File: config.mk
export PLATFORM = sky130hd
export DESIGN_NAME = control_unit
export DESIGN_NICKNAME = d
export VERILOG_FILES = /design/src/core_pkg.sv /design/src/control_unit.sv
export SDC_FILE = /design/constraint.sdc
export NUM_CORES = 1
export LEC_CHECK = 0
export BUFFER_PORTS_ARGS = -buffer_cell sky130_fd_sc_hd__buf_2
export CAP_MARGIN = 20
export CORE_MARGIN = 8
export CORE_UTILIZATION = 34
export DETAILED_ROUTE_END_ITERATION = 8
export PLACE_DENSITY = 0.86
export REMOVE_ABC_BUFFERS = 1
export SYNTH_ARGS = -nofsm -noshare
export SYNTH_HDL_FRONTEND = slang
export SYNTH_SLANG_ARGS = --single-unit
File: constraint.sdc
create_clock -name vclk -period 1.3
set_input_delay 0.195 -clock vclk [all_inputs]
set_output_delay 0.195 -clock vclk [all_outputs]
set_load 0.03 [all_outputs]
File: src/core_pkg.sv
/*
 * RV32I core package
 * Widths, register ranges and the decode enums shared by the pipeline
 */
`default_nettype none

package core_pkg;

  localparam int XLEN       = 32;
  localparam int ADDR_BITS  = 12;
  localparam int IMEM_WORDS = 1024;
  localparam int REG_BITS   = 5;

  // Writes to a0..a7 are reported on the peripheral port
  localparam int PERIPH_REG_FIRST = 10;
  localparam int PERIPH_REG_LAST  = 17;

  typedef enum logic [6:0] {
    OPC_OP     = 7'b0110011,
    OPC_OP_IMM = 7'b0010011,
    OPC_LUI    = 7'b0110111,
    OPC_AUIPC  = 7'b0010111,
    OPC_JAL    = 7'b1101111,
    OPC_JALR   = 7'b1100111,
    OPC_BRANCH = 7'b1100011
  } opcode_e;

  typedef enum logic [3:0] {
    ALU_ADD, ALU_SUB, ALU_SLL, ALU_SLT, ALU_SLTU, ALU_XOR,
    ALU_SRL, ALU_SRA, ALU_OR, ALU_AND,
    // Operand B straight through, for LUI
    ALU_PASS_B
  } alu_op_e;

  typedef enum logic [1:0] {NPC_SEQ, NPC_BRANCH, NPC_JAL, NPC_JALR} next_pc_e;

  typedef enum logic {OPA_RS1, OPA_PC} opa_sel_e;

  typedef enum logic [1:0] {FWD_NONE, FWD_FROM_EX, FWD_FROM_WB} fwd_sel_e;

endpackage

`default_nettype wire

File: src/control_unit.sv
/*
 * Control unit
 * Opcode decode, bypass selection and pipeline flush
 */
`timescale 1ns/1ps
`default_nettype none

module control_unit (
  input  logic                          clock,
  input  logic                          i_if_valid,
  input  logic [core_pkg::XLEN-1:0]     i_instr,
  input  logic [core_pkg::REG_BITS-1:0] i_ex_rd,
  input  logic                          i_ex_reg_write,
  input  logic [core_pkg::REG_BITS-1:0] i_wb_rd,
  input  logic                          i_wb_write,
  input  logic                          i_redirect,
  output core_pkg::alu_op_e             o_alu_op,
  output core_pkg::opa_sel_e            o_opa_sel,
  output logic                          o_opb_imm,
  output core_pkg::next_pc_e            o_next_pc,
  output logic                          o_reg_write,
  output core_pkg::fwd_sel_e            o_fwd_rs1,
  output core_pkg::fwd_sel_e            o_fwd_rs2,
  output logic                          o_flush
);

  function automatic core_pkg::alu_op_e alu_from_funct(input logic [2:0] f3,
                                                       input logic f7b5,
                                                       input logic is_reg);
    case (f3)
      3'b000:  return (is_reg && f7b5) ? core_pkg::ALU_SUB : core_pkg::ALU_ADD;
      3'b001:  return core_pkg::ALU_SLL;
      3'b010:  return core_pkg::ALU_SLT;
      3'b011:  return core_pkg::ALU_SLTU;
      3'b100:  return core_pkg::ALU_XOR;
      3'b101:  return f7b5 ? core_pkg::ALU_SRA : core_pkg::ALU_SRL;
      3'b110:  return core_pkg::ALU_OR;
      default: return core_pkg::ALU_AND;
    endcase
  endfunction

  // Youngest in-flight writer wins and x0 is never forwarded
  function automatic core_pkg::fwd_sel_e fwd_for(input logic [core_pkg::REG_BITS-1:0] rs);
    if (rs == '0) return core_pkg::FWD_NONE;
    if (i_ex_reg_write && i_ex_rd == rs) return core_pkg::FWD_FROM_EX;
    if (i_wb_write && i_wb_rd == rs) return core_pkg::FWD_FROM_WB;
    return core_pkg::FWD_NONE;
  endfunction

  always_comb begin
    o_alu_op    = core_pkg::ALU_ADD;
    o_opa_sel   = core_pkg::OPA_RS1;
    o_opb_imm   = 1'b0;
    o_next_pc   = core_pkg::NPC_SEQ;
    o_reg_write = 1'b0;
    if (i_if_valid) begin
      case (i_instr[6:0])
        core_pkg::OPC_OP: begin
          o_alu_op    = alu_from_funct(i_instr[14:12], i_instr[30], 1'b1);
          o_reg_write = 1'b1;
        end
        core_pkg::OPC_OP_IMM: begin
          o_alu_op    = alu_from_funct(i_instr[14:12], i_instr[30], 1'b0);
          o_opb_imm   = 1'b1;
          o_reg_write = 1'b1;
        end
        core_pkg::OPC_LUI: begin
          o_alu_op    = core_pkg::ALU_PASS_B;
          o_opb_imm   = 1'b1;
          o_reg_write = 1'b1;
        end
        core_pkg::OPC_AUIPC: begin
          o_opa_sel   = core_pkg::OPA_PC;
          o_opb_imm   = 1'b1;
          o_reg_write = 1'b1;
        end
        core_pkg::OPC_JAL: begin
          o_next_pc   = core_pkg::NPC_JAL;
          o_reg_write = 1'b1;
        end
        core_pkg::OPC_JALR: begin
          o_opb_imm   = 1'b1;
          o_next_pc   = core_pkg::NPC_JALR;
          o_reg_write = 1'b1;
        end
        core_pkg::OPC_BRANCH: o_next_pc = core_pkg::NPC_BRANCH;
        default: ;
      endcase
    end
  end

  always_comb begin
    o_fwd_rs1 = fwd_for(i_instr[19:15]);
    o_fwd_rs2 = fwd_for(i_instr[24:20]);
  end

  assign o_flush = i_redirect;

  // The flushed slot cannot redirect again on the following cycle
  flush_on_redirect: assert property (@(posedge clock) o_flush |=> !i_redirect);

endmodule

`default_nettype wire

Word level (Yosys, flattened, before mapping)
Index checks and enable logic that the tools add are counted.
{"block": "totals", "reg_bits": 0, "out_inout_bits": 14}
{"block": "op_classes", "eq_ne": 17, "n_mux": 38, "n_reduce_logical": 9}
{"cell": "4-bit one-hot mux with 7 select lines", "n": 2}
{"cell": "2-bit two-way mux", "n": 13}
{"cell": "7-bit equality test, second input constant", "n": 3}
{"cell": "5-bit equality test", "n": 4}
{"cell": "1-bit two-way mux", "n": 20}
{"cell": "7-bit by 5-bit equality test with 1-bit output, second input constant", "n": 2}
{"cell": "7-bit by 6-bit equality test with 1-bit output, second input constant", "n": 2}
{"cell": "4-bit one-hot mux with 3 select lines", "n": 1}
{"cell": "5-bit zero test", "n": 2}
{"cell": "3-bit equality test, second input constant", "n": 3}
{"cell": "3-bit by 2-bit equality test with 1-bit output, second input constant", "n": 2}
{"cell": "2-bit one-hot mux with 3 select lines", "n": 1}
{"cell": "6-bit OR reduction", "n": 1}
{"cell": "1-bit logical AND", "n": 4}
{"cell": "4-bit two-way mux", "n": 1}
{"cell": "4-bit OR reduction", "n": 1}
{"cell": "3-bit by 1-bit equality test with 1-bit output, second input constant", "n": 1}
{"cell": "3-bit zero test", "n": 1}

Longest topological paths before layout
{"block": "depth", "depth_word": 9, "depth_mapped": 4, "depth_no_buf": 4}

Least setup slack after synthesis
Ideal clock, no wire load.
{"block": "synth_timing", "kind": "input port to output port", "start": "input port i_instr[4] (netlist name)", "end": "output port o_alu_op[0]", "arrival_ns": 1.507, "path_slack_ns": -0.402, "stages": 3, "path_buffers": 0, "cell_sequence": "nor2b_1 > nand2_1 > nor4_1"}
{"block": "synth_between", "elab_chain_len": 3}
{"item": "from (decl)", "line": "control_unit.sv:11", "source": "input logic [core_pkg::XLEN-1:0] i_instr,"}
{"item": "7-bit by 6-bit equality test with 1-bit output / 7-bit by 5-bit equality test with 1-bit output (equally long branches)", "line": "control_unit.sv:57", "source": "case (i_instr[6:0])"}
{"item": "4-bit one-hot mux with 3 select lines (*)", "line": "control_unit.sv:57"}
{"item": "4-bit two-way mux (*)", "line": "control_unit.sv:56", "source": "if (i_if_valid) begin"}
{"item": "to (decl)", "line": "control_unit.sv:17", "source": "output core_pkg::alu_op_e o_alu_op,"}
Mark *: on every way between the ends. The rest lies on a longest branch, timed or not.

Worst setup path after layout
{"block": "layout_timing", "start": "input port i_instr[18] (netlist name)", "end": "output port o_fwd_rs1[1]"}
{"block": "layout_between", "elab_chain_len": 8}
{"item": "5-bit equality test", "line": "control_unit.sv:46", "source": "if (i_wb_write && i_wb_rd == rs) return core_pkg::FWD_FROM_WB;"}
{"item": "1-bit logical AND", "line": "control_unit.sv:46"}
{"item": "1-bit two-way mux (2 in series)", "line": "control_unit.sv:46"}
{"item": "1-bit two-way mux", "line": "control_unit.sv:45", "source": "if (i_ex_reg_write && i_ex_rd == rs) return core_pkg::FWD_FROM_EX;"}
{"item": "2-bit two-way mux", "line": "control_unit.sv:47", "source": "return core_pkg::FWD_NONE;"}
{"item": "2-bit two-way mux", "line": "control_unit.sv:46"}
{"item": "2-bit two-way mux (*)", "line": "control_unit.sv:45"}
{"item": "to (decl)", "line": "control_unit.sv:22", "source": "output core_pkg::fwd_sel_e o_fwd_rs1,"}
Mark *: on every way between the ends. The rest lies on a longest branch, timed or not. The select of a mux whose other input is x is not followed.

==> metrics.cfg <==
[routing]
vias_per_cell=5.24
num_vias=771
drtIter0Drc=3
drtPass1Iterations=3
wl_mm=2.15
ant_nets=0
wl_per_cell_um=14.6
drcViolationCount=0

[setup_path]
cp_top_family=simple AND/OR/NAND/NOR gates
path_class=in2out
start_kind=primary input
crit_top_cell=buf_6
path_cells=buf_6 -> or4_4 -> nor2_4 -> nor2_1 -> and4_1 -> buf_6
worstSetupEndpointType=primary output
crit_required_ps=1110
worst_ep_arrival_time_ps=1250
critPathMaxFanout=2
slowest_stage=or4_4
critPathBufInv=2
slowest_delay_ps=540

[logic_synthesis]
synth.avg_cell_area_um2=6.50
yosysSeqAreaShare_pct=0
ys_types=25
synthTopCellsByArea=xor2_1, xnor2_1, nor2_1, nand2_1, nor4_1
syn_inst=72
ys.warnings.count=0
synth_largest_area_cell=xor2_1
netlist_area_um2=468
yosys.area.top_type_share_pct=20.6

[final_layout]
area_delta_synth_final_pct=113
drive_gt1_share_pct=57.6
utilization_pct=76.4
clock_buffer_count=0
antenna_cells=0
finalInstanceArea_um2=995
regArea_um2=0
flops_and_latches=0
layout.cells.non_filler=147
nNetsFinal=181

[global_route]
grt_use_total_pct=13.8
grt_max_degree=9
grt_pass1_wl_mm=3.22
grt_overflow_total=0
grt_pass1_vias=804
antenna_found_initial=0

[sta]
worst_slew_pin_slew_ps=264
fin_tns_setup_ps=-390
layout_setup_ws_ps=-145
setup_violations=4
slew_violations=0
fmax_ghz=0.692
rsz0062_at_grt=true
post-route-period-util_pct=111
finalCriticalPeriod_ps=1440
max_slew_margin_pct=82.2
finalHoldViolCount=0

[placed_design]
dpl.cell_count=147
io_buffer_count=47
gp_congestion=0.908
dpl-instance-area_um2=820
post-dp-hpwl_mm=1.66

[run_status]
status=complete, but fails checks
violations=setup timing

[floorplanning]
die_h_um=53.1
die_area_mm2=0.00282
floorplan.rows=13
io_pins=61
core_mm2=0.00130
die_w_um=53.1
start_util_pct=36.0

[power_and_ir_drop]
powerDensity_mw_per_mm2=271
p_leak_nw=0.486
peakVddDrop_v=0.000152

[job]
cap_violations=0

[hold_path]
worstHoldPathType=in2out

[clock_tree]
hold_buffers=0

## layout by cell type, fill, tap and decap left out, types with 2 or more instances in the layout
cell,instances
and3_1,2
a21oi_1,2
nor4_1,3
nand4_1,2
inv_1,3
a211oi_2,2
nor2_4,2
buf_6,16
nor2_1,6
xnor2_1,8
buf_4,21
buf_2,24
nand3_1,4
nor3_1,3
nand2_2,2
or4_4,2
nand2_1,5
xor2_1,10
## logic make-up (layout without fill, tap and decap cells)
| group | count (synthesis) | after routing | share of synthesized area, % |
|---|---|---|---|
| and+or+nand+nor | 40 | 40 | 46.5 |
| muxes | 1 | 1 | 2.41 |
| buffers and inverters | 4 | 64 | 4.01 |
| xor gates and xnor gates | 19 | 19 | 35.6 |
| AOI/OAI and AO/OA | 8 | 8 | 11.5 |
## power by group
group | internal (mW) | total, mW | switching (mW)
combinational | 0.148 | 0.270 | 0.122
sequential | 0 | 0 | 0
clock | 0 | 0 | 0
total | 0.148 | 0.270 | 0.122
## timing repair
item,4_1_cts,5_1_grt
pin swaps,13,17
setup buffers,1,0
resized for setup,21,28
setup endpoints to repair,5,10
## area by class of cell
cell class         instances  area (um^2)
fillers                   93          307
repair buffers            61          458
inverters                  3         11.3
well taps                 15         18.8
multi-input cells         68          507
## metal layers
| metal | share of wire (%) | routed length, um | global-route usage, % | up-vias |
|---|---|---|---|---|
| met5 | 0 | 0 | 0 | - |
| met4 | 0 | 0 | 0.840 | 0 |
| met3 | 14 | 294 | 4.48 | 0 |
| met2 | 46 | 981 | 25.4 | 44 |
| met1 | 41 | 872 | 15.7 | 351 |
| li1 | - | - | - | 376 |
## cells in the mapped netlist (all sizes together)
cell type and count:
o2bb2ai 1, inv 3, buf 1, and4 1, nand2b 1, xnor2 8, nand3 4, o21ai 1
xor2 11, nor3 4, nand4 2, o21bai 1, nor3b 1, a211oi 2, o21a 1, nand2 7
or4 2, nor2 9, mux2 1, a21oi 2, nor4 4, and3 2, nor2b 3
## worst paths after layout
| path | startpoint | endpoint | slack (ps) | depth (start not counted) |
|---|---|---|---|---|
| worst max-delay path | i_instr[18] | o_fwd_rs1[1] | -140 | 6 |
| worst min-delay path | i_redirect | o_flush | 390 | 0 |
## per-stage QoR
stage / total power, mW / worst slack [ps] / hold WS, ps
after floorplan: 0.0892 / -402 / 390
after global placement: 0.214 / -229 / 390
after detailed placement: 0.220 / -232 / 390
after CTS: 0.239 / -162 / 390
after global routing: 0.293 / -181 / 390
final: 0.270 / -145 / 390
Note: power is estimated with default switching activity, not from simulation.
