## src/core_pkg.sv

```systemverilog
/*
 * RV32I core package
 * Widths, register ranges and the decode enums shared by the pipeline
 */
`default_nettype none

package core_pkg;

  localparam int XLEN       = 32;
  localparam int ADDR_BITS  = 12;
  localparam int IMEM_WORDS = 1024;
  localparam int REG_BITS   = 5;

  // Writes to a0..a7 are reported on the peripheral port
  localparam int PERIPH_REG_FIRST = 10;
  localparam int PERIPH_REG_LAST  = 17;

  typedef enum logic [6:0] {
    OPC_OP     = 7'b0110011,
    OPC_OP_IMM = 7'b0010011,
    OPC_LUI    = 7'b0110111,
    OPC_AUIPC  = 7'b0010111,
    OPC_JAL    = 7'b1101111,
    OPC_JALR   = 7'b1100111,
    OPC_BRANCH = 7'b1100011
  } opcode_e;

  typedef enum logic [3:0] {
    ALU_ADD, ALU_SUB, ALU_SLL, ALU_SLT, ALU_SLTU, ALU_XOR,
    ALU_SRL, ALU_SRA, ALU_OR, ALU_AND,
    // Operand B straight through, for LUI
    ALU_PASS_B
  } alu_op_e;

  typedef enum logic [1:0] {NPC_SEQ, NPC_BRANCH, NPC_JAL, NPC_JALR} next_pc_e;

  typedef enum logic {OPA_RS1, OPA_PC} opa_sel_e;

  typedef enum logic [1:0] {FWD_NONE, FWD_FROM_EX, FWD_FROM_WB} fwd_sel_e;

endpackage

`default_nettype wire

```

## src/fetch_unit.sv

```systemverilog
/*
 * Fetch stage
 * PC with start gating and redirect, feeding the IF/ID register
 */
`timescale 1ns/1ps
`default_nettype none

module fetch_unit (
  input  logic                           clock,
  input  logic                           i_rst_n,
  input  logic                           i_start,
  input  logic [core_pkg::ADDR_BITS-1:0] i_prog_address,
  input  logic                           i_redirect,
  input  logic [core_pkg::ADDR_BITS-1:0] i_redirect_target,
  output logic [core_pkg::ADDR_BITS-1:0] o_fetch_address,
  input  logic [core_pkg::XLEN-1:0]      i_fetch_data,
  output logic                           o_if_valid,
  output logic [core_pkg::XLEN-1:0]      o_if_instr,
  output logic [core_pkg::ADDR_BITS-1:0] o_if_pc
);

  logic                           running;
  logic [core_pkg::ADDR_BITS-1:0] pc;

  assign o_fetch_address = pc;

  always_ff @(posedge clock or negedge i_rst_n) begin
    if (!i_rst_n) begin
      running    <= 1'b0;
      pc         <= '0;
      o_if_valid <= 1'b0;
    end else begin
      o_if_valid <= 1'b0;
      if (i_start) begin
        running <= 1'b1;
        pc      <= i_prog_address;
      end else if (i_redirect) begin
        // Instruction fetched this cycle is on the wrong path
        pc <= i_redirect_target;
      end else if (running) begin
        pc         <= pc + 4;
        o_if_valid <= 1'b1;
      end
    end
  end

  always_ff @(posedge clock) begin
    o_if_instr <= i_fetch_data;
    o_if_pc    <= pc;
  end

  // Start address and jump targets must both land on words
  pc_aligned: assert property (@(posedge clock) disable iff (!i_rst_n) pc[1:0] == 2'b00);

endmodule

`default_nettype wire

```

## config.mk

```make
export PLATFORM = sky130hd
export DESIGN_NAME = fetch_unit
export DESIGN_NICKNAME = d
export VERILOG_FILES = /design/src/core_pkg.sv /design/src/fetch_unit.sv
export SDC_FILE = /design/constraint.sdc
export NUM_CORES = 1
export LEC_CHECK = 0
export BUFFER_PORTS_ARGS = -buffer_cell sky130_fd_sc_hd__buf_2
export CORE_MARGIN = 8
export CORE_UTILIZATION = 30
export DETAILED_ROUTE_END_ITERATION = 7
export PLACE_DENSITY = 0.6
export SLEW_MARGIN = 20
export SYNTH_ARGS = -nofsm -noshare
export SYNTH_HDL_FRONTEND = slang
export SYNTH_SLANG_ARGS = --single-unit
export TNS_END_PERCENT = 10
```

## constraint.sdc

```tcl
create_clock -name clock -period 1.31 [get_ports clock]
set_input_delay 0.131 -clock clock [delete_from_list [all_inputs] [get_ports clock]]
set_output_delay 0.131 -clock clock [all_outputs]
set_load 0.01 [all_outputs]
```

== Word-level counts from Yosys, hierarchy flattened ==
Cells that the tools add are included.

* Multiplexer cells: 6
* Add/sub/neg operators: 1
* Reductions and logical operators: 1

{| class="wikitable"
|+ Operators with widths
! kind !! count
|-
| 12-bit 2-to-1 mux || 3
|-
| 12-bit by 3-bit adder with 12-bit output (second input constant) || 1
|-
| 1-bit 2-to-1 mux || 3
|-
| 3-bit nonzero test || 1
|}

* Flip-flop bits (word level): 58
* Logic and storage cells: 13
* Input bits: 60

== Depth between registers and ports, before layout ==
Gate-level depths: netlist of the first run.

* Depth after elaboration: 4
* Mapped depth: 5
* Gate-level depth less buffers: 5

== Least setup slack after synthesis of the first run ==
OpenSTA, ideal clock, no wires.

* Path kind: reg-to-reg
* From: register pc, in the netlist o_fetch_address[2]
* To: register pc, in the netlist o_fetch_address[10]
* Path buffers: 0
* Cell stages (with the launch flop): 6
* Arrival time: 1.384 ns
* Required time: 1.184 ns
* Slack: -0.200 ns
* Clock period less this slack: 1.510 ns
* Path through: dfrtp_1 ha_1 nand2_1 nor3_1 xor2_1 a221o_1

* Longest elaborated chain between the ends: 4

{| class="wikitable"
|+ RTL lines
! what !! line !! source
|-
| start: declaration || fetch_unit.sv:23 || <nowiki>logic [core_pkg::ADDR_BITS-1:0] pc;</nowiki>
|-
| start signal: assignment || fetch_unit.sv:36 || <nowiki>pc <= i_prog_address;</nowiki>
|-
| start signal: assignment || fetch_unit.sv:39 || <nowiki>pc <= i_redirect_target;</nowiki>
|-
| start signal: assignment || fetch_unit.sv:41 || <nowiki>pc <= pc + 4;</nowiki>
|-
| 12-bit by 3-bit adder with 12-bit output || fetch_unit.sv:41 ||
|-
| 12-bit 2-to-1 mux || fetch_unit.sv:40 || <nowiki>end else if (running) begin</nowiki>
|-
| 12-bit 2-to-1 mux || fetch_unit.sv:37 || <nowiki>end else if (i_redirect) begin</nowiki>
|-
| 12-bit 2-to-1 mux || fetch_unit.sv:34 || <nowiki>if (i_start) begin</nowiki>
|}

No other way between the ends. The select of a mux whose other input is x is not followed.
A chain may end at the register's enable or synchronous reset.

== Worst setup path in the final report of the first run ==
Same ends and word-level chain as after synthesis.

==> flow_metrics.env, run 1 <==
export IMPL_power_switching_share=0.255
export IMPL_finalPower_uw=3880
export IMPL_drtIter0Drc=35
export IMPL_start_kind="flop"
export IMPL_critPathCaptureType="flop"
export IMPL_viasPerCell=4.26
export IMPL_slew_viol_final=0
export IMPL_num_rows=27
export IMPL_hold_path_class="input port to flop"
export IMPL_initial_core_util=0.310
export IMPL_critPathKind="flop to flop"
export IMPL_irDropWorstVdd_mv=0.610
export IMPL_vias=1619
export IMPL_worst_pin_slew_ns=0.335
export IMPL_ys_seq_elements=58
export IMPL_synth_nets=193
export IMPL_relSlewSlack=0.777
export IMPL_postRouteAntennaNets=0
export IMPL_crit_chain="ha_4, nand2_4, nor3_4, xor2_1, a221o_1"
export IMPL_rsz0062_at_grt="yes"
export IMPL_drc=0
export IMPL_p_sw_uw=990
export IMPL_cp_arrival_ns=1.51
export IMPL_layout_common_cells="116 x buf_2, 44 x dfxtp_1, 36 x dlygate4sd3_1"
export IMPL_path_max_fanout=4
export IMPL_n_antenna_cell=0
export IMPL_grt_pass1_wl_um=9360
export IMPL_p_comb_frac=0.157
export IMPL_seqPwrFrac=0.507
export IMPL_holdWs_ns=0.0206
export IMPL_hold_viol_final=0
export IMPL_clockBufferDepth=2
export IMPL_netlist_area_sq_mm=0.00170
export IMPL_outcome="finished, final reports clean"
export IMPL_final_common_cell="buf_2"
export IMPL_final_min_clock_period_ns=1.30
export IMPL_ys_types=30
export IMPL_post_cts_repair_setup_buffers=0
export IMPL_power_density_mw_per_mm2=1290
export IMPL_grt_max_degree=19
export IMPL_clock_root_buffer="clkbuf_8"
export IMPL_overflow=0
export IMPL_crit_buf_inv=0
export IMPL_cts_sinks=58
export IMPL_fillers=492
export IMPL_setup_viol=0
export IMPL_cts_tree="yes"
export IMPL_die_h_um=91.2
export IMPL_ios=117
export IMPL_utilization=0.548
export IMPL_syn_area_per_cell_sq_um=12.9
export IMPL_cts_buffers=9
export IMPL_grt_pass1_vias=1713
export IMPL_place_congestion=0.761
export IMPL_fin_skew_ns=0.00441
export IMPL_fmax_mhz=772
export IMPL_synth_seq_area_share=0.726
export IMPL_core_region_area_sq_mm=0.00547
export IMPL_drive_gt1_frac=0.500
export IMPL_insertion_delay_ns=0.33
export IMPL_die_w_um=91.2
export IMPL_slowest_stage="dfrtp_2"
export IMPL_dr_pass1_iters=4
export IMPL_fin_crit_sh=0.989
export IMPL_die_area_sq_mm=0.00832
export IMPL_cpPeakStageDelay_ns=0.43
export IMPL_synthToLayoutAreaGrowth_pct=76.8
export IMPL_cp_required_ns=1.53
export IMPL_critPathTopFamily="flip-flops"
export IMPL_post_drt_wl_per_cell_um=15.4
export IMPL_clockPowerShare=0.336
export IMPL_finalNetCount=365
export IMPL_cap_violations=0
export IMPL_track_usage=0.142
export IMPL_clkTransAtPathRegs_ns=0.06
export IMPL_yosys_warnings=0
export IMPL_htree_levels=3
export IMPL_netlist_instances=132
export IMPL_leakage_uw=0.00148
export IMPL_drt_total_wl_um=5830
export IMPL_dp_hpwl_um=4150
export IMPL_io_buffers=116
export IMPL_antenna_found_initial=0
export IMPL_intPower_uw=2890
-- worst register-to-register path: cells and delay by family (launching register included) --
family	cells	cell delay, ns
compound gates	1	0.29
simple gates	2	0.22
fa+ha+maj	1	0.17
xor+xnor	1	0.09
flops	1	0.43
-- state kept, by name, indices dropped and copies added, names as in the netlist --
name             count
o_if_pc             12
o_if_instr          32
o_if_valid           1
running              1
o_fetch_address     12
-- area by class of cell --
type	instances	area (sq um)	share of cell area
Clock inverter	4	20.0	0.00668
Multi-Input combinational cell	66	467	0.156
Timing Repair Buffer	165	1040	0.346
Inverter	4	15.0	0.00501
Sequential cell	58	1240	0.413
Tap cell	72	90.1	0.0300
Clock buffer	11	131	0.0438
-- through the flow --
| step | setup slack, ns | instances | area [sq um] | TNS, ns |
|---|---|---|---|---|
| after floorplan | 0.00144 | 132 | 1730 | 0 |
| after CTS | 0.00806 | 380 | 2990 | 0 |
| final | 0.0141 | 380 | 3000 | 0 |
| after global placement | 0.0284 | 329 | 2480 | 0 |
| after global routing | -0.0777 | 380 | 3000 | -0.145 |
| after detailed placement | 0.0150 | 329 | 2480 | 0 |
-- power groups by stage --
stage	Clock, uW	Combinational (uW)	Sequential [uW]
5_1_grt	1440	661	1980
4_1_cts	1360	608	1970
6_report	1300	608	1970
2_1_floorplan	0	122	2080
3_3_place_gp	0	517	2000
3_5_place_dp	0	522	2000
-- final timing paths --
check	start	end	slack, ns	cells after the start
setup reg to reg	o_fetch_address[2]$_DFFE_PN0P_	o_fetch_address[10]$_DFFE_PN0P_	0.01	5
setup / recovery	o_fetch_address[2]$_DFFE_PN0P_	o_fetch_address[10]$_DFFE_PN0P_	0.01	5
hold reg to reg	o_fetch_address[0]$_DFFE_PN0P_	o_if_pc[0]$_DFF_P_	0.40	0
max in group asynchronous	i_rst_n	o_fetch_address[5]$_DFFE_PN0P_	0.80	2
hold / removal	i_prog_address[2]	o_fetch_address[2]$_DFFE_PN0P_	0.02	3
min in group asynchronous	i_rst_n	running$_DFFE_PN0P_	0.23	2
-- layer usage --
layer / track usage / part of all wire / up-vias
met5: 0 / 0 / -
met4: 0.0778 / 0.016 / 0
met3: 0.0560 / 0.090 / 10
met2: 0.226 / 0.46 / 89
met1: 0.161 / 0.44 / 725
li1: - / - / 795
-- timing repair --
item                       4_1_cts  5_1_grt
setup endpoints to repair        0        6
resized for setup                0        5
hold endpoints to repair        49        0
hold buffers                    36        0
-- synthesized netlist by cell type --
| master | count | share of area |
|---|---|---|
| dfxtp_1 | 44 | 0.52 |
| dfrtp_1 | 14 | 0.21 |
| nand2_1 | 10 | 0.022 |
| a21oi_1 | 6 | 0.018 |
| o21ai_0 | 6 | 0.018 |
| nor2_1 | 5 | 0.011 |
| xnor2_1 | 5 | 0.026 |
| inv_1 | 4 | 0.0088 |
| mux2i_1 | 4 | 0.024 |
| nand4_1 | 4 | 0.015 |
| nor3_1 | 4 | 0.012 |
| a221o_1 | 3 | 0.018 |
| and2_1 | 2 | 0.0074 |
| clkbuf_1 | 2 | 0.0044 |
| nor2b_1 | 2 | 0.0074 |
| o211ai_1 | 2 | 0.0088 |
| xor2_1 | 2 | 0.010 |
| a222oi_1 | 1 | 0.0059 |
| a22oi_1 | 1 | 0.0044 |
| buf_2 | 1 | 0.0029 |
| buf_4 | 1 | 0.0044 |
| ha_1 | 1 | 0.0074 |
| nand3_1 | 1 | 0.0029 |
| nand3b_1 | 1 | 0.0044 |
| nand4_4 | 1 | 0.013 |
| nor2_2 | 1 | 0.0037 |
| nor3b_1 | 1 | 0.0044 |
| o31ai_1 | 1 | 0.0044 |
| or2_2 | 1 | 0.0037 |
| or3_1 | 1 | 0.0037 |
-- cells by family (layout without fill, tap and decap cells) --
logic type / count (synthesis) / count (layout) / synth area share
multiplexers: 4 / 4 / 0.0236
buffers and inverters: 8 / 184 / 0.0206
AO/OA/AOI/OAI: 20 / 20 / 0.0767
AND/OR/NAND/NOR: 34 / 34 / 0.110
adder cells (fa/ha/maj): 1 / 1 / 0.00737
XOR/XNOR: 7 / 7 / 0.0361
flip-flops: 58 / 58 / 0.726
(Power assumes the default switching activity.)
==> run 2, diff against run 1 <==
--- a/config.mk
+++ b/config.mk
@@ -6,10 +6,10 @@
 export NUM_CORES = 1
 export LEC_CHECK = 0
 export BUFFER_PORTS_ARGS = -buffer_cell sky130_fd_sc_hd__buf_2
-export CORE_MARGIN = 8
-export CORE_UTILIZATION = 30
+export CORE_MARGIN = 4
+export CORE_UTILIZATION = 36
 export DETAILED_ROUTE_END_ITERATION = 7
-export PLACE_DENSITY = 0.6
+export PLACE_DENSITY = 0.7
 export SLEW_MARGIN = 20
 export SYNTH_ARGS = -nofsm -noshare
 export SYNTH_HDL_FRONTEND = slang
==> constraint.sdc (replaced) <==
create_clock -name clock -period 1.31 [get_ports clock]
set_input_delay 0 -clock clock [delete_from_list [all_inputs] [get_ports clock]]
set_output_delay 0 -clock clock [all_outputs]
set_load 0.01 [all_outputs]
==> run 2 against run 1 <==
Net effect: critical path depth did not move; worst setup slack got worse by 0.012 ns; fmax shrank 0.89%; largest power group unchanged; critical endpoint unchanged; clock-buffer cell count rose by 1; clock skew shrank 0.0023 ns.
==> flow_metrics.env, run 2 (synthesized netlist as in run 1, its figures left out) <==
export IMPL_power_switching_share=0.236
export IMPL_grt_pass1_vias=1835
export IMPL_final_common_cell="buf_2"
export IMPL_crit_buf_inv=0
export IMPL_relSlewSlack=0.779
export IMPL_initial_core_util=0.382
export IMPL_grt_pass1_wl_um=9240
export IMPL_drive_gt1_frac=0.479
export IMPL_overflow=0
export IMPL_hold_viol_final=0
export IMPL_drtIter0Drc=78
export IMPL_die_h_um=76.7
export IMPL_rrSetupSlack_ns=0.002
export IMPL_synthToLayoutAreaGrowth_pct=89.2
export IMPL_finalNetCount=382
export IMPL_cp_required_ns=1.52
export IMPL_drt_total_wl_um=5510
export IMPL_cts_buffers=9
export IMPL_clockPowerShare=0.396
export IMPL_clockBufferDepth=2
export IMPL_viasPerCell=4.60
export IMPL_hold_path_class="input port to flop"
export IMPL_die_w_um=76.7
export IMPL_path_max_fanout=4
export IMPL_post_drt_wl_per_cell_um=14.6
export IMPL_fmax_mhz=765
export IMPL_clkTransAtPathRegs_ns=0.06
export IMPL_final_cells=378
export IMPL_fin_crit_sh=0.998
export IMPL_layout_common_cells="116 x buf_2, 51 x dlygate4sd3_1, 44 x dfxtp_1"
export IMPL_core_region_area_sq_mm=0.00444
export IMPL_cp_arrival_ns=1.52
export IMPL_cap_violations=0
export IMPL_irDropWorstVdd_mv=0.904
export IMPL_n_antenna_cell=0
export IMPL_dr_pass1_iters=4
export IMPL_dp_cells=309
export IMPL_intPower_uw=3300
export IMPL_slowest_stage="dfrtp_2"
export IMPL_fin_skew_ns=0.00207
export IMPL_place_congestion=0.821
export IMPL_power_density_mw_per_mm2=1350
export IMPL_die_area_sq_mm=0.00588
export IMPL_regMostFlops="o_if_instr"
export IMPL_postPlaceCellArea_sq_mm=0.00245
export IMPL_cts_tree="yes"
export IMPL_io_buffers=116
export IMPL_seqPwrFrac=0.454
export IMPL_antenna_found_initial=0
export IMPL_track_usage=0.200
export IMPL_outcome="finished, final reports clean"
export IMPL_worst_pin_slew_ns=0.331
export IMPL_cts_sinks=58
export IMPL_slew_viol_final=0
export IMPL_num_rows=24
export IMPL_post_cts_repair_setup_buffers=0
export IMPL_design_area_sq_mm=0.00321
export IMPL_vias=1740
export IMPL_dp_hpwl_um=3480
export IMPL_insertion_delay_ns=0.32
export IMPL_final_min_clock_period_ns=1.31
export IMPL_grt_max_degree=17
export IMPL_p_comb_frac=0.149
export IMPL_rsz0062_at_grt="yes"
export IMPL_postRouteAntennaNets=0
export IMPL_clock_root_buffer="clkbuf_8"
export IMPL_ios=117
export IMPL_crit_chain="ha_4, nand2_4, nor3_4, xor2_1, a221o_1"
export IMPL_start_kind="flop"
export IMPL_largest_reg_flops=32
export IMPL_htree_levels=3
export IMPL_cpPeakStageDelay_ns=0.42
export IMPL_critPathKind="flop to flop"
export IMPL_drc=0
export IMPL_critPathCaptureType="flop"
export IMPL_p_sw_uw=1020
export IMPL_fillers=315
export IMPL_leakage_uw=0.00159
export IMPL_critPathTopFamily="flip-flops"
export IMPL_setup_viol=0
-- run 2: cell type report --
| class | count | area (sq um) | share of cell area |
|---|---|---|---|
| repair buffers | 182 | 1210 | 0.378 |
| inverters | 4 | 15.0 | 0.00468 |
| flip-flops and latches | 58 | 1240 | 0.385 |
| well taps | 52 | 65.1 | 0.0203 |
| clock inverters | 4 | 46.3 | 0.0144 |
| multi-input cells | 66 | 467 | 0.145 |
| clock buffers | 12 | 166 | 0.0518 |
-- run 2: timing repair --
item,CTS,global route
hold endpoints to repair,58,0
endpoints found under the setup margin,1,7
pin swaps,2,8
hold buffers,53,0
resized for setup,0,4
-- run 2: final timing paths --
| check | to | startpoint | depth (start not counted) |
|---|---|---|---|
| setup reg to reg | o_fetch_address[10]$_DFFE_PN0P_ | o_fetch_address[2]$_DFFE_PN0P_ | 5 |
| min in group asynchronous | running$_DFFE_PN0P_ | i_rst_n | 2 |
| hold / removal | o_fetch_address[6]$_DFFE_PN0P_ | i_redirect_target[6] | 5 |
| hold reg to reg | o_if_pc[9]$_DFF_P_ | o_fetch_address[9]$_DFFE_PN0P_ | 0 |
| max in group asynchronous | o_fetch_address[6]$_DFFE_PN0P_ | i_rst_n | 2 |
| setup / recovery | o_fetch_address[10]$_DFFE_PN0P_ | o_fetch_address[2]$_DFFE_PN0P_ | 5 |
-- run 2: power by group through the flow --
stage | Sequential (uW) | Combinational (uW) | Clock (uW)
2_1_floorplan | 2080 | 122 | 0
3_3_place_gp | 2000 | 504 | 0
3_5_place_dp | 2000 | 509 | 0
4_1_cts | 1960 | 639 | 1740
5_1_grt | 1980 | 708 | 1830
6_report | 1970 | 646 | 1710
-- run 2: stage by stage --
step	hold slack (ns)	util	setup WS [ns]	setup TNS, ns	total power (uW)
after global placement	-0.0814	0.552	0.0235	0	2500
final	0.0137	0.722	0.00250	0	4320
after floorplan	-0.296	-	0.00144	0	2200
after CTS	0.00399	0.719	0.00925	0	4350
after detailed placement	-0.0757	0.552	-0.000387	-0.000387	2510
after global routing	0.0288	0.722	-0.0628	-0.157	4520
-- run 2: routing by layer --
metal / global-route usage / routed length (um) / vias to the layer above
li1: - / - / 833
met1: 0.216 / 2190 / 801
met2: 0.346 / 2680 / 96
met3: 0.0785 / 546 / 10
met4: 0.0906 / 86 / 0
met5: 0 / 0 / -
-- run 2: tightest hold or removal path, stage by stage --
cell	delay, ns
buf_2	0.09
inv_1	0.04
a21oi_1	0.05
o21ai_0	0.06
nand2_1	0.05
