--- config.mk ---
export PLATFORM = sky130hd
export DESIGN_NAME = writeback_unit
export DESIGN_NICKNAME = d
export VERILOG_FILES = /design/src/core_pkg.sv /design/src/writeback_unit.sv
export SDC_FILE = /design/constraint.sdc
export NUM_CORES = 1
export LEC_CHECK = 0
export BUFFER_PORTS_ARGS = -buffer_cell sky130_fd_sc_hd__buf_2
export CAP_MARGIN = 20
export CORE_MARGIN = 5
export CORE_UTILIZATION = 34
export DETAILED_ROUTE_END_ITERATION = 12
export GPL_ROUTABILITY_DRIVEN = 1
export MAX_ROUTING_LAYER = met4
export PLACE_DENSITY = 0.79
export REMOVE_ABC_BUFFERS = 1
export SLEW_MARGIN = 20
export SYNTH_ARGS = -nofsm -noshare
export SYNTH_HDL_FRONTEND = slang
export SYNTH_SLANG_ARGS = --single-unit
--- constraint.sdc ---
create_clock -name clock -period 1.42 [get_ports clock]
set_input_delay 0.426 -clock clock [delete_from_list [all_inputs] [get_ports clock]]
set_output_delay 0.426 -clock clock [all_outputs]
set_load 0.02 [all_outputs]
--- src/core_pkg.sv ---
/*
 * RV32I core package
 * Widths, register ranges and the decode enums shared by the pipeline
 */
`default_nettype none

package core_pkg;

  localparam int XLEN       = 32;
  localparam int ADDR_BITS  = 12;
  localparam int IMEM_WORDS = 1024;
  localparam int REG_BITS   = 5;

  // Writes to a0..a7 are reported on the peripheral port
  localparam int PERIPH_REG_FIRST = 10;
  localparam int PERIPH_REG_LAST  = 17;

  typedef enum logic [6:0] {
    OPC_OP     = 7'b0110011,
    OPC_OP_IMM = 7'b0010011,
    OPC_LUI    = 7'b0110111,
    OPC_AUIPC  = 7'b0010111,
    OPC_JAL    = 7'b1101111,
    OPC_JALR   = 7'b1100111,
    OPC_BRANCH = 7'b1100011
  } opcode_e;

  typedef enum logic [3:0] {
    ALU_ADD, ALU_SUB, ALU_SLL, ALU_SLT, ALU_SLTU, ALU_XOR,
    ALU_SRL, ALU_SRA, ALU_OR, ALU_AND,
    // Operand B straight through, for LUI
    ALU_PASS_B
  } alu_op_e;

  typedef enum logic [1:0] {NPC_SEQ, NPC_BRANCH, NPC_JAL, NPC_JALR} next_pc_e;

  typedef enum logic {OPA_RS1, OPA_PC} opa_sel_e;

  typedef enum logic [1:0] {FWD_NONE, FWD_FROM_EX, FWD_FROM_WB} fwd_sel_e;

endpackage

`default_nettype wire

--- src/writeback_unit.sv ---
/*
 * Writeback stage
 * Register file write port and the peripheral report for a0..a7
 */
`timescale 1ns/1ps
`default_nettype none

module writeback_unit (
  input  logic                          clock,
  input  logic                          i_rst_n,
  input  logic                          i_wb_valid,
  input  logic [core_pkg::REG_BITS-1:0] i_wb_rd,
  input  logic [core_pkg::XLEN-1:0]     i_wb_data,
  output logic                          o_reg_write,
  output logic [core_pkg::REG_BITS-1:0] o_reg_rd,
  output logic [core_pkg::XLEN-1:0]     o_reg_data,
  output logic                          o_periph_valid,
  output logic [core_pkg::XLEN-1:0]     o_periph_data
);

  logic periph_hit;

  // x0 stays zero
  assign o_reg_write = i_wb_valid && (i_wb_rd != '0);
  assign o_reg_rd    = i_wb_rd;
  assign o_reg_data  = i_wb_data;

  assign periph_hit = o_reg_write && (i_wb_rd >= core_pkg::PERIPH_REG_FIRST) &&
                      (i_wb_rd <= core_pkg::PERIPH_REG_LAST);

  always_ff @(posedge clock or negedge i_rst_n) begin
    if (!i_rst_n) begin
      o_periph_valid <= 1'b0;
    end else begin
      o_periph_valid <= periph_hit;
    end
  end

  always_ff @(posedge clock) begin
    if (periph_hit) begin
      o_periph_data <= i_wb_data;
    end
  end

  periph_in_range: assert property (@(posedge clock) disable iff (!i_rst_n)
    o_periph_valid |-> $past(o_reg_write) &&
                       $past(i_wb_rd) >= core_pkg::PERIPH_REG_FIRST &&
                       $past(i_wb_rd) <= core_pkg::PERIPH_REG_LAST);

endmodule

`default_nettype wire

# Word level (Yosys, flattened, before mapping)
# Cells that the tools add are included.
[totals]
regBits = 33
elab_cells = 8
output_inout_bits = 71
[classes]
reduce_logical = 4
n_lt_le_gt_ge = 2
[ops]
columns = ["op", "count"]
rows = [
  ["5-bit by 4-bit greater-or-equal comparator with 1-bit output (second input constant)", 1],
  ["5-bit less-or-equal comparator (second input constant)", 1],
  ["5-bit nonzero test", 1],
  ["1-bit logical AND", 3],
]

# Depth between registers and ports, before layout
# Gate-level depths: netlist of run 1.
[logic_depth]
word_depth = 4
ltp_mapped = 3

# Worst setup path before layout of run 1
# Ideal clock, no wire load.
[synth_path]
path_type = "input to register"
from = "input i_wb_rd[1] in the netlist's numbering"
to = "register o_periph_data[0] in the netlist's numbering, enable pin"
slack_ns = -0.724
cell_stages = 3
t_arrival_ns = 1.751
cell_sequence = "or3_1 -> mux2i_1 -> and2_1"
[synth_between]
elab_chain_len = 4
elab_cells_between_ends = 6
[synth_lines]
columns = ["item", "line_no", "text"]
rows = [
  ["start: declaration", "writeback_unit.sv:12", "input logic [core_pkg::REG_BITS-1:0] i_wb_rd,"],
  ["parallel branches: the longest is 3 deep, another holds 5-bit by 4-bit greater-or-equal comparator with 1-bit output", "-", ""],
  ["1-bit logical AND *", "writeback_unit.sv:28", "assign periph_hit = o_reg_write && (i_wb_rd >= core_pkg::PERIPH_REG_FIRST) &&"],
  ["via periph_hit", "writeback_unit.sv:21", "logic periph_hit;"],
  ["end signal: assignment", "writeback_unit.sv:41", "o_periph_data <= i_wb_data;"],
  ["end: declaration", "writeback_unit.sv:18", "output logic [core_pkg::XLEN-1:0] o_periph_data"],
]
# Mark *: on every way through the listed nets, which the timed path passes.
# A chain may end at the register's enable or synchronous reset.

# Worst setup path after layout of run 1
[layout_path]
from = "input i_wb_rd[1] in the netlist's numbering"
to = "output o_reg_write"
[layout_between]
elab_chain_len = 2
[layout_lines]
columns = ["item", "line_no", "text"]
rows = [
  ["5-bit nonzero test", "writeback_unit.sv:24", "assign o_reg_write = i_wb_valid && (i_wb_rd != '0);"],
  ["1-bit logical AND", "writeback_unit.sv:24", ""],
  ["end: declaration", "writeback_unit.sv:14", "output logic o_reg_write,"],
]
# Every way passes these cells.

==> flow_metrics.tcl, run 1 <==
set metrics [dict create \
    cp_max_fo 2 \
    cts_buffers 5 \
    fin_cells 216 \
    cellLeakagePower_nw 0.902 \
    wl_mm 2.96 \
    dp_hpwl_mm 2.18 \
    min_path_type "in2reg" \
    antenna_cells 0 \
    syn_to_final_growth_pct 50.0 \
    setup_viol 34 \
    drc 0 \
    root_buffer "clkbuf_8" \
    fillers 324 \
    status "finished, violations left" \
    netSwitchingFraction_pct 24.5 \
    cts.path.max_buffers 2 \
    fp-row-count 22 \
    maxCapViolCount 0 \
    p_per_area_nw_per_um2 1150 \
    fp.dieW_um 71.8 \
    hold_viol 0 \
    fin_crit_ps 1720 \
    die_h_um 71.8 \
    cts_tree "done" \
    htreeDepth 2 \
    dp.cells 198 \
    clkSinkCount 33 \
    syn_area_um2 1300 \
    clk_pin_slew_ps 60 \
    place.gp.congestion 0.709 \
    layout.nets 207 \
    yosysWarnings 0 \
    synth-seq-cells 33 \
    peakVddDrop_mv 0.711 \
    finalWorstSetupSlack_ps -303 \
    critPathArrivalTime_ps 1300 \
    worstSetupPathType "in2out" \
    start_util_pct 35.2 \
    cp-end-kind "primary output" \
    vias_per_cell 4.12 \
    p_int_mw 1.70 \
    track_usage_pct 11.9 \
    vias 889 \
    cp.required_ps 990 \
    grt_overflow 0 \
    die_area_um2 5160 \
    whs_ps 339 \
    rsz0062_at_grt "true" \
    fmax_ghz 0.580 \
    grt_pass1_wl_mm 4.38 \
    comb_power_share_pct 18.4 \
    relSlewSlack_pct 91.1 \
    syn_inst 75 \
    power.switching_mw 0.552 \
    finalCritPeriodShare_pct 121 \
    holdPathStages 1 \
    wire_per_inst_um 13.7 \
    drt_pass1_iterations 5 \
    grt_pass1_vias 940 \
    dr.first_iter.drc_count 23 \
    core_um2 3690 \
    pin_count 111 \
    startpoint_type "primary input" \
    finish.utilization_pct 52.9 \
    ys_types 8 \
    postRouteAntennaNets 0 \
    worstMarginPinSlew_ps 129 \
    grt_max_degree 11 \
    syn_avg_cell_area_um2 17.3 \
    antenna_found_initial 0 \
    clockPowerShare_pct 30.8 \
    io_buffer_count 110 \
    drive_gt1_share_pct 76.8 \
    failed_checks "setup timing" \
    yosysSeqAreaShare_pct 75.8 \
    seqPwrFrac_pct 50.8 \
    slew_viol_final 0 \
]
## synth_stat cells
cell type | count | area share [%]
and2_1 | 1 | 0.48
buf_4 | 37 | 21
dfrtp_1 | 1 | 1.9
edfxtp_1 | 32 | 74
mux2i_1 | 1 | 0.77
o21ai_0 | 1 | 0.38
o31a_1 | 1 | 0.67
or3_1 | 1 | 0.48
## cell families after synthesis
| logic type | count (synthesis) | synth area share, % |
|---|---|---|
| DFF | 33 | 75.8 |
| muxes | 1 | 0.770 |
| and+or+nand+nor | 2 | 0.963 |
| buffers and inverters | 37 | 21.4 |
| AOI/OAI and AO/OA | 2 | 1.06 |
## final timing paths
kind | from | to | slack (ps)
max in group asynchronous | i_rst_n | o_periph_valid$_DFF_PN0_ | 880
hold / removal | i_wb_data[28] | o_periph_data[28]$_DFFE_PP_ | 340
setup / recovery | i_wb_rd[1] | o_reg_write | -300
min in group asynchronous | i_rst_n | o_periph_valid$_DFF_PN0_ | 460
## worst max-delay path: stages
cell and delay [ps]:
buf_6 90, or3_4 380, o31a_1 260, buf_6 140
## power by group through the flow
stage / Clock (mW) / Sequential [mW] / Combinational (mW)
2_1_floorplan: 0 / 1.24 / 0.0198
3_3_place_gp: 0 / 1.16 / 0.352
3_5_place_dp: 0 / 1.16 / 0.356
4_1_cts: 0.716 / 1.14 / 0.429
5_1_grt: 0.754 / 1.15 / 0.441
6_report: 0.693 / 1.14 / 0.415
## routing by layer
metal,track usage [%],vias up,wire length [µm]
li1,-,410,-
met2,20.2,67,1520
met3,3.23,2,284
met1,12.5,410,1130
met4,6.26,0,17
met5,-,-,0
## final cells by class
type	count	area (µm²)	share of cell area, %
clock buffers	8	90.1	4.62
multi-input cells	5	43.8	2.25
flip-flops and latches	33	986	50.5
well taps	48	60.1	3.08
repair buffers	122	771	39.5
## sequential cells by signal, summed over array words and instances, names as in the netlist
name,count
o_periph_data,32
o_periph_valid,1
## through the flow
stage	setup slack [ps]	TNS, ps	cell area, µm²	total power, mW
CTS	-299	-6850	1980	2.29
global route	-317	-8240	1950	2.34
detailed placement	-369	-12280	1660	1.52
global placement	-316	-10470	1660	1.51
floorplan	-724	-23830	1020	1.26
finish	-303	-6670	1950	2.25
## cells in the final DEF, fill, tap and decap left out
cell / instances
o31a_1: 1
mux2i_1: 1
dfrtp_1: 1
dlygate4sd3_1: 1
and2_4: 1
buf_12: 3
buf_6: 6
or3_4: 1
o21ai_0: 1
edfxtp_1: 32
buf_2: 107
clkbuf_1: 2
buf_16: 3
clkbuf_8: 6
buf_4: 2
## timing repair
action | in CTS | in global routing
pin swaps | 1 | 1
gates cloned | 4 | 0
endpoints found under the setup margin | 33 | 34
hold buffers | 1 | 0
setup buffers | 6 | 0
resized for setup | 14 | 0
hold endpoints to repair | 1 | 0
Power figures use the tool's default switching activity.
==> run 2: changes to the inputs <==
Settings changed: CORE_UTILIZATION 34 to 35, CTS_BUF_LIST from default to sky130_fd_sc_hd__clkbuf_8, PLACE_DENSITY 0.79 to 0.8.
==> flow_metrics.tcl, run 2 (same netlist as run 1, synthesis figures left out) <==
set metrics [dict create \
    clk_pin_slew_ps 60 \
    rsz0062_at_grt "true" \
    grt_overflow 0 \
    critPathArrivalTime_ps 1290 \
    post_dp_cell_area_um2 1650 \
    drive_gt1_share_pct 76.1 \
    vias 845 \
    maxCapViolCount 0 \
    peakVddDrop_mv 0.563 \
    track_usage_pct 10.9 \
    status "finished, violations left" \
    netSwitchingFraction_pct 25.2 \
    dr.first_iter.drc_count 12 \
    layout.nets 199 \
    grt_pass1_wl_mm 4.02 \
    grt_max_degree 18 \
    cts.path.max_buffers 2 \
    vias_per_cell 4.08 \
    cts_tree "done" \
    p_per_area_nw_per_um2 1190 \
    crit_chain "buf_6, or3_4, o31a_1, buf_6" \
    failed_checks "setup timing" \
    root_buffer "clkbuf_8" \
    largest_reg_flops 32 \
    power.switching_mw 0.538 \
    dp_hpwl_mm 2.17 \
    finalWorstSetupSlack_ps -291 \
    postRouteAntennaNets 0 \
    clkSinkCount 33 \
    io_buffer_count 110 \
    start_util_pct 35.8 \
    drc 0 \
    syn_to_final_growth_pct 37.8 \
    p_int_mw 1.59 \
    antenna_found_initial 0 \
    cp.required_ps 990 \
    min_path_type "in2reg" \
    startpoint_type "primary input" \
    layout_commonest_cell "buf_2" \
    fp.dieW_um 70.9 \
    place.gp.congestion 0.683 \
    cp_max_fo 3 \
    final_cell_mix "107 x buf_2, 32 x edfxtp_1, 5 x clkbuf_8, 5 x buf_6" \
    crit_top_cell "buf_6" \
    post-place-ws_ps -336 \
    antenna_cells 0 \
    clockPowerShare_pct 29.4 \
    hold_viol 0 \
    cp_slowest_cell "or3_4" \
    fp-row-count 22 \
    cp-end-kind "primary output" \
    finalCritPeriodShare_pct 121 \
    cts_buffers 5 \
    die_area_um2 5030 \
    drt_pass1_iterations 3 \
    htreeDepth 2 \
    worstSetupPathType "in2out" \
    worstMarginPinSlew_ps 114 \
    fmax_ghz 0.584 \
    comb_power_share_pct 17.0 \
    slew_viol_final 0 \
    final_area_um2 1790 \
    critPathMaxStageDelay_ps 370 \
    pin_count 111 \
    grt_pass1_vias 890 \
    fin_crit_ps 1710 \
    top_register "o_periph_data" \
    setup_viol 1 \
    seqPwrFrac_pct 53.6 \
    relSlewSlack_pct 92.2 \
    top_regs "o_periph_data x32, o_periph_valid x1" \
    cellLeakagePower_nw 0.827 \
    die_h_um 70.9 \
    wl_mm 2.61 \
    wire_per_inst_um 12.6 \
    core_um2 3630 \
]
## run 2: cell types whose count changed in the layout (fill, tap and decap cells not counted)
cell	change
clkinvlp_4	+1
buf_12	-2
buf_16	-3
buf_4	-2
clkinv_1	+1
clkbuf_8	-1
clkbuf_1	-2
buf_6	-1
## run 2: through the flow
step	utilization (%)	power, mW	TNS [ps]	cells	hold slack [ps]
2_1_floorplan	-	1.26	-23830	38	130
3_3_place_gp	45.4	1.51	-11030	198	202
3_5_place_dp	45.4	1.51	-11180	198	204
4_1_cts	49.1	2.17	-296	207	316
5_1_grt	49.3	2.24	-317	207	310
6_report	49.3	2.13	-291	207	330
## run 2: final cells by class
cell class	count	area [µm²]
clock buffer	5	68.8
clock inverter	2	11.3
fill	352	1840
multi-input combinational	5	43.8
sequential	33	986
tap	48	60.1
timing repair buffer	114	622
## run 2: critical path: cells and delay by family
family                 cells  cell delay (ps)
AOI/OAI and AO/OA          1              260
buffers and inverters      2              220
and+or+nand+nor            1              370
## run 2: final timing paths
check / start / to / slack, ps / depth (start not counted)
min in group asynchronous: i_rst_n / o_periph_valid$_DFF_PN0_ / 450 / 2
max in group asynchronous: i_rst_n / o_periph_valid$_DFF_PN0_ / 890 / 2
min: i_wb_data[10] / o_periph_data[10]$_DFFE_PP_ / 330 / 1
max: i_wb_rd[3] / o_reg_write / -290 / 4
## run 2: power by group through the flow
stage / clock, mW / combinational (mW) / sequential [mW]
final: 0.626 / 0.363 / 1.14
after global routing: 0.708 / 0.387 / 1.15
after CTS: 0.656 / 0.366 / 1.14
after detailed placement: 0 / 0.349 / 1.16
after global placement: 0 / 0.346 / 1.16
after floorplan: 0 / 0.0198 / 1.24
## run 2: layer usage
| layer | vias to the layer above | part of all wire [%] | global-route usage, % | routed length, µm |
|---|---|---|---|---|
| li1 | 396 | - | - | - |
| met1 | 380 | 33 | 10.2 | 851 |
| met2 | 63 | 52 | 18.8 | 1360 |
| met3 | 6 | 13 | 5.26 | 346 |
| met4 | 0 | 2.0 | 5.01 | 52 |
| met5 | - | 0 | - | 0 |
## run 2: what timing repair did
action | in CTS | in global routing
endpoints found under the hold margin | 1 | 0
gates cloned | 1 | 0
setup endpoints to repair | 33 | 25
buffers inserted | 0 | 0
hold buffers | 1 | 0
resized for setup | 10 | 2
pin swaps | 1 | 1
==> run 3: changes to the inputs <==
Settings changed: BUFFER_PORTS_ARGS -buffer_cell sky130_fd_sc_hd__buf_2 to -buffer_cell sky130_fd_sc_hd__buf_4.
Clock period 1.42 ns to 1.45 ns, I/O delays scaled along.
==> flow_metrics.tcl, run 3 (same netlist as run 1, synthesis figures left out) <==
set metrics [dict create \
    status "finished, violations left" \
    failed_checks "setup timing" \
    slew_viol_final 0 \
    layout.nets 202 \
    drive_gt1_share_pct 76.1 \
    antenna_found_initial 0 \
    core_um2 3630 \
    drt_pass1_iterations 2 \
    setup_tns_ps -274 \
    cts.path.max_buffers 2 \
    min_path_type "in2reg" \
    p_per_area_nw_per_um2 1130 \
    hp-start "i_wb_data[11]" \
    largest_reg_flops 32 \
    antenna_cells 0 \
    root_buffer "clkbuf_8" \
    fp.dieW_um 70.9 \
    post_cts_buffers 0 \
    worstSetupPathType "in2out" \
    maxCapViolCount 0 \
    cp-end-kind "primary output" \
    fmax_ghz 0.580 \
    worstMarginPinSlew_ps 162 \
    post_dp_cell_area_um2 1940 \
    seqPwrFrac_pct 47.3 \
    cts_buffers 5 \
    comb_power_share_pct 19.0 \
    drc 0 \
    grt_pass1_vias 984 \
    finalWorstSetupSlack_ps -274 \
    start_util_pct 35.8 \
    wire_per_inst_um 14.8 \
    grt_overflow 0 \
    cts_tree "done" \
    netSwitchingFraction_pct 23.1 \
    clk_pin_slew_ps 60 \
    final_cell_mix "110 x buf_4, 32 x edfxtp_1, 6 x buf_6, 5 x clkbuf_8" \
    pin_count 111 \
    syn_to_final_growth_pct 61.5 \
    holdPathStages 1 \
    cellLeakagePower_nw 0.951 \
    grt_max_degree 11 \
    relSlewSlack_pct 89.1 \
    power.switching_mw 0.550 \
    top_regs "o_periph_data x32, o_periph_valid x1" \
    track_usage_pct 12.7 \
    htreeDepth 2 \
    top_register "o_periph_data" \
    setup_viol 1 \
    vias_per_cell 4.11 \
    rsz0062_at_grt "true" \
    fin_crit_ps 1720 \
    wl_mm 3.13 \
    dr.first_iter.drc_count 24 \
    cp_max_fo 2 \
    startpoint "i_wb_rd[1]" \
    die_area_um2 5030 \
    p_int_mw 1.83 \
    hold_viol 0 \
    grt_pass1_wl_mm 4.70 \
    fp-row-count 22 \
    io_buffer_count 110 \
    clockPowerShare_pct 33.7 \
    place.gp.congestion 0.770 \
    postRouteAntennaNets 0 \
    vias 868 \
    startpoint_type "primary input" \
    die_h_um 70.9 \
    cp.required_ps 1020 \
    critPathArrivalTime_ps 1290 \
    finalCritPeriodShare_pct 119 \
    final_area_um2 2100 \
    clkSinkCount 33 \
    layout_commonest_cell "buf_4" \
    peakVddDrop_mv 0.605 \
]
## run 3: stage by stage
stage	setup WS [ps]	utilization, %	std cells	power, mW	hold WS (ps)
5_1_grt	-294	57.8	211	2.48	327
3_5_place_dp	-351	53.3	200	1.59	216
3_3_place_gp	-314	53.3	200	1.58	214
4_1_cts	-274	57.6	211	2.41	328
6_report	-274	57.8	211	2.38	342
2_1_floorplan	-703	-	38	1.23	139
## run 3: worst paths after layout
check	endpoint	slack, ps
min	o_periph_data[11]$_DFFE_PP_	340
min in group asynchronous	o_periph_valid$_DFF_PN0_	470
max	o_reg_write	-270
max in group asynchronous	o_periph_valid$_DFF_PN0_	900
## run 3: area by class of cell
class | count | area, µm²
Clock inverter | 3 | 37.5
Multi-Input combinational cell | 5 | 43.8
Fill cell | 310 | 1530
Clock buffer | 5 | 68.8
Timing Repair Buffer | 117 | 903
Sequential cell | 33 | 986
Tap cell | 48 | 60.1
## run 3: power groups by stage
stage,Clock (mW),Sequential (mW),Combinational (mW)
2_1_floorplan,0,1.21,0.0193
3_3_place_gp,0,1.14,0.433
3_5_place_dp,0,1.14,0.442
4_1_cts,0.830,1.12,0.457
5_1_grt,0.872,1.13,0.478
6_report,0.800,1.12,0.453
## run 3: what timing repair did
item | in CTS | in global routing
endpoints found under the hold margin | 1 | 0
cloned | 2 | 0
setup endpoints to repair | 33 | 25
pin swaps | 0 | 0
hold buffers | 1 | 0
resized for setup | 9 | 2
## run 3: metal layers
layer | part of all wire, % | wire length [µm] | global-route usage, %
met1 | 30 | 952 | 11.4
met2 | 57 | 1790 | 23.2
met3 | 11 | 353 | 6.68
met4 | 0.99 | 31 | 3.55
met5 | 0 | 0 | -
## run 3: worst max-delay path: stages
cell,delay [ps]
buf_6,90
or3_4,380
o31a_1,250
buf_6,130
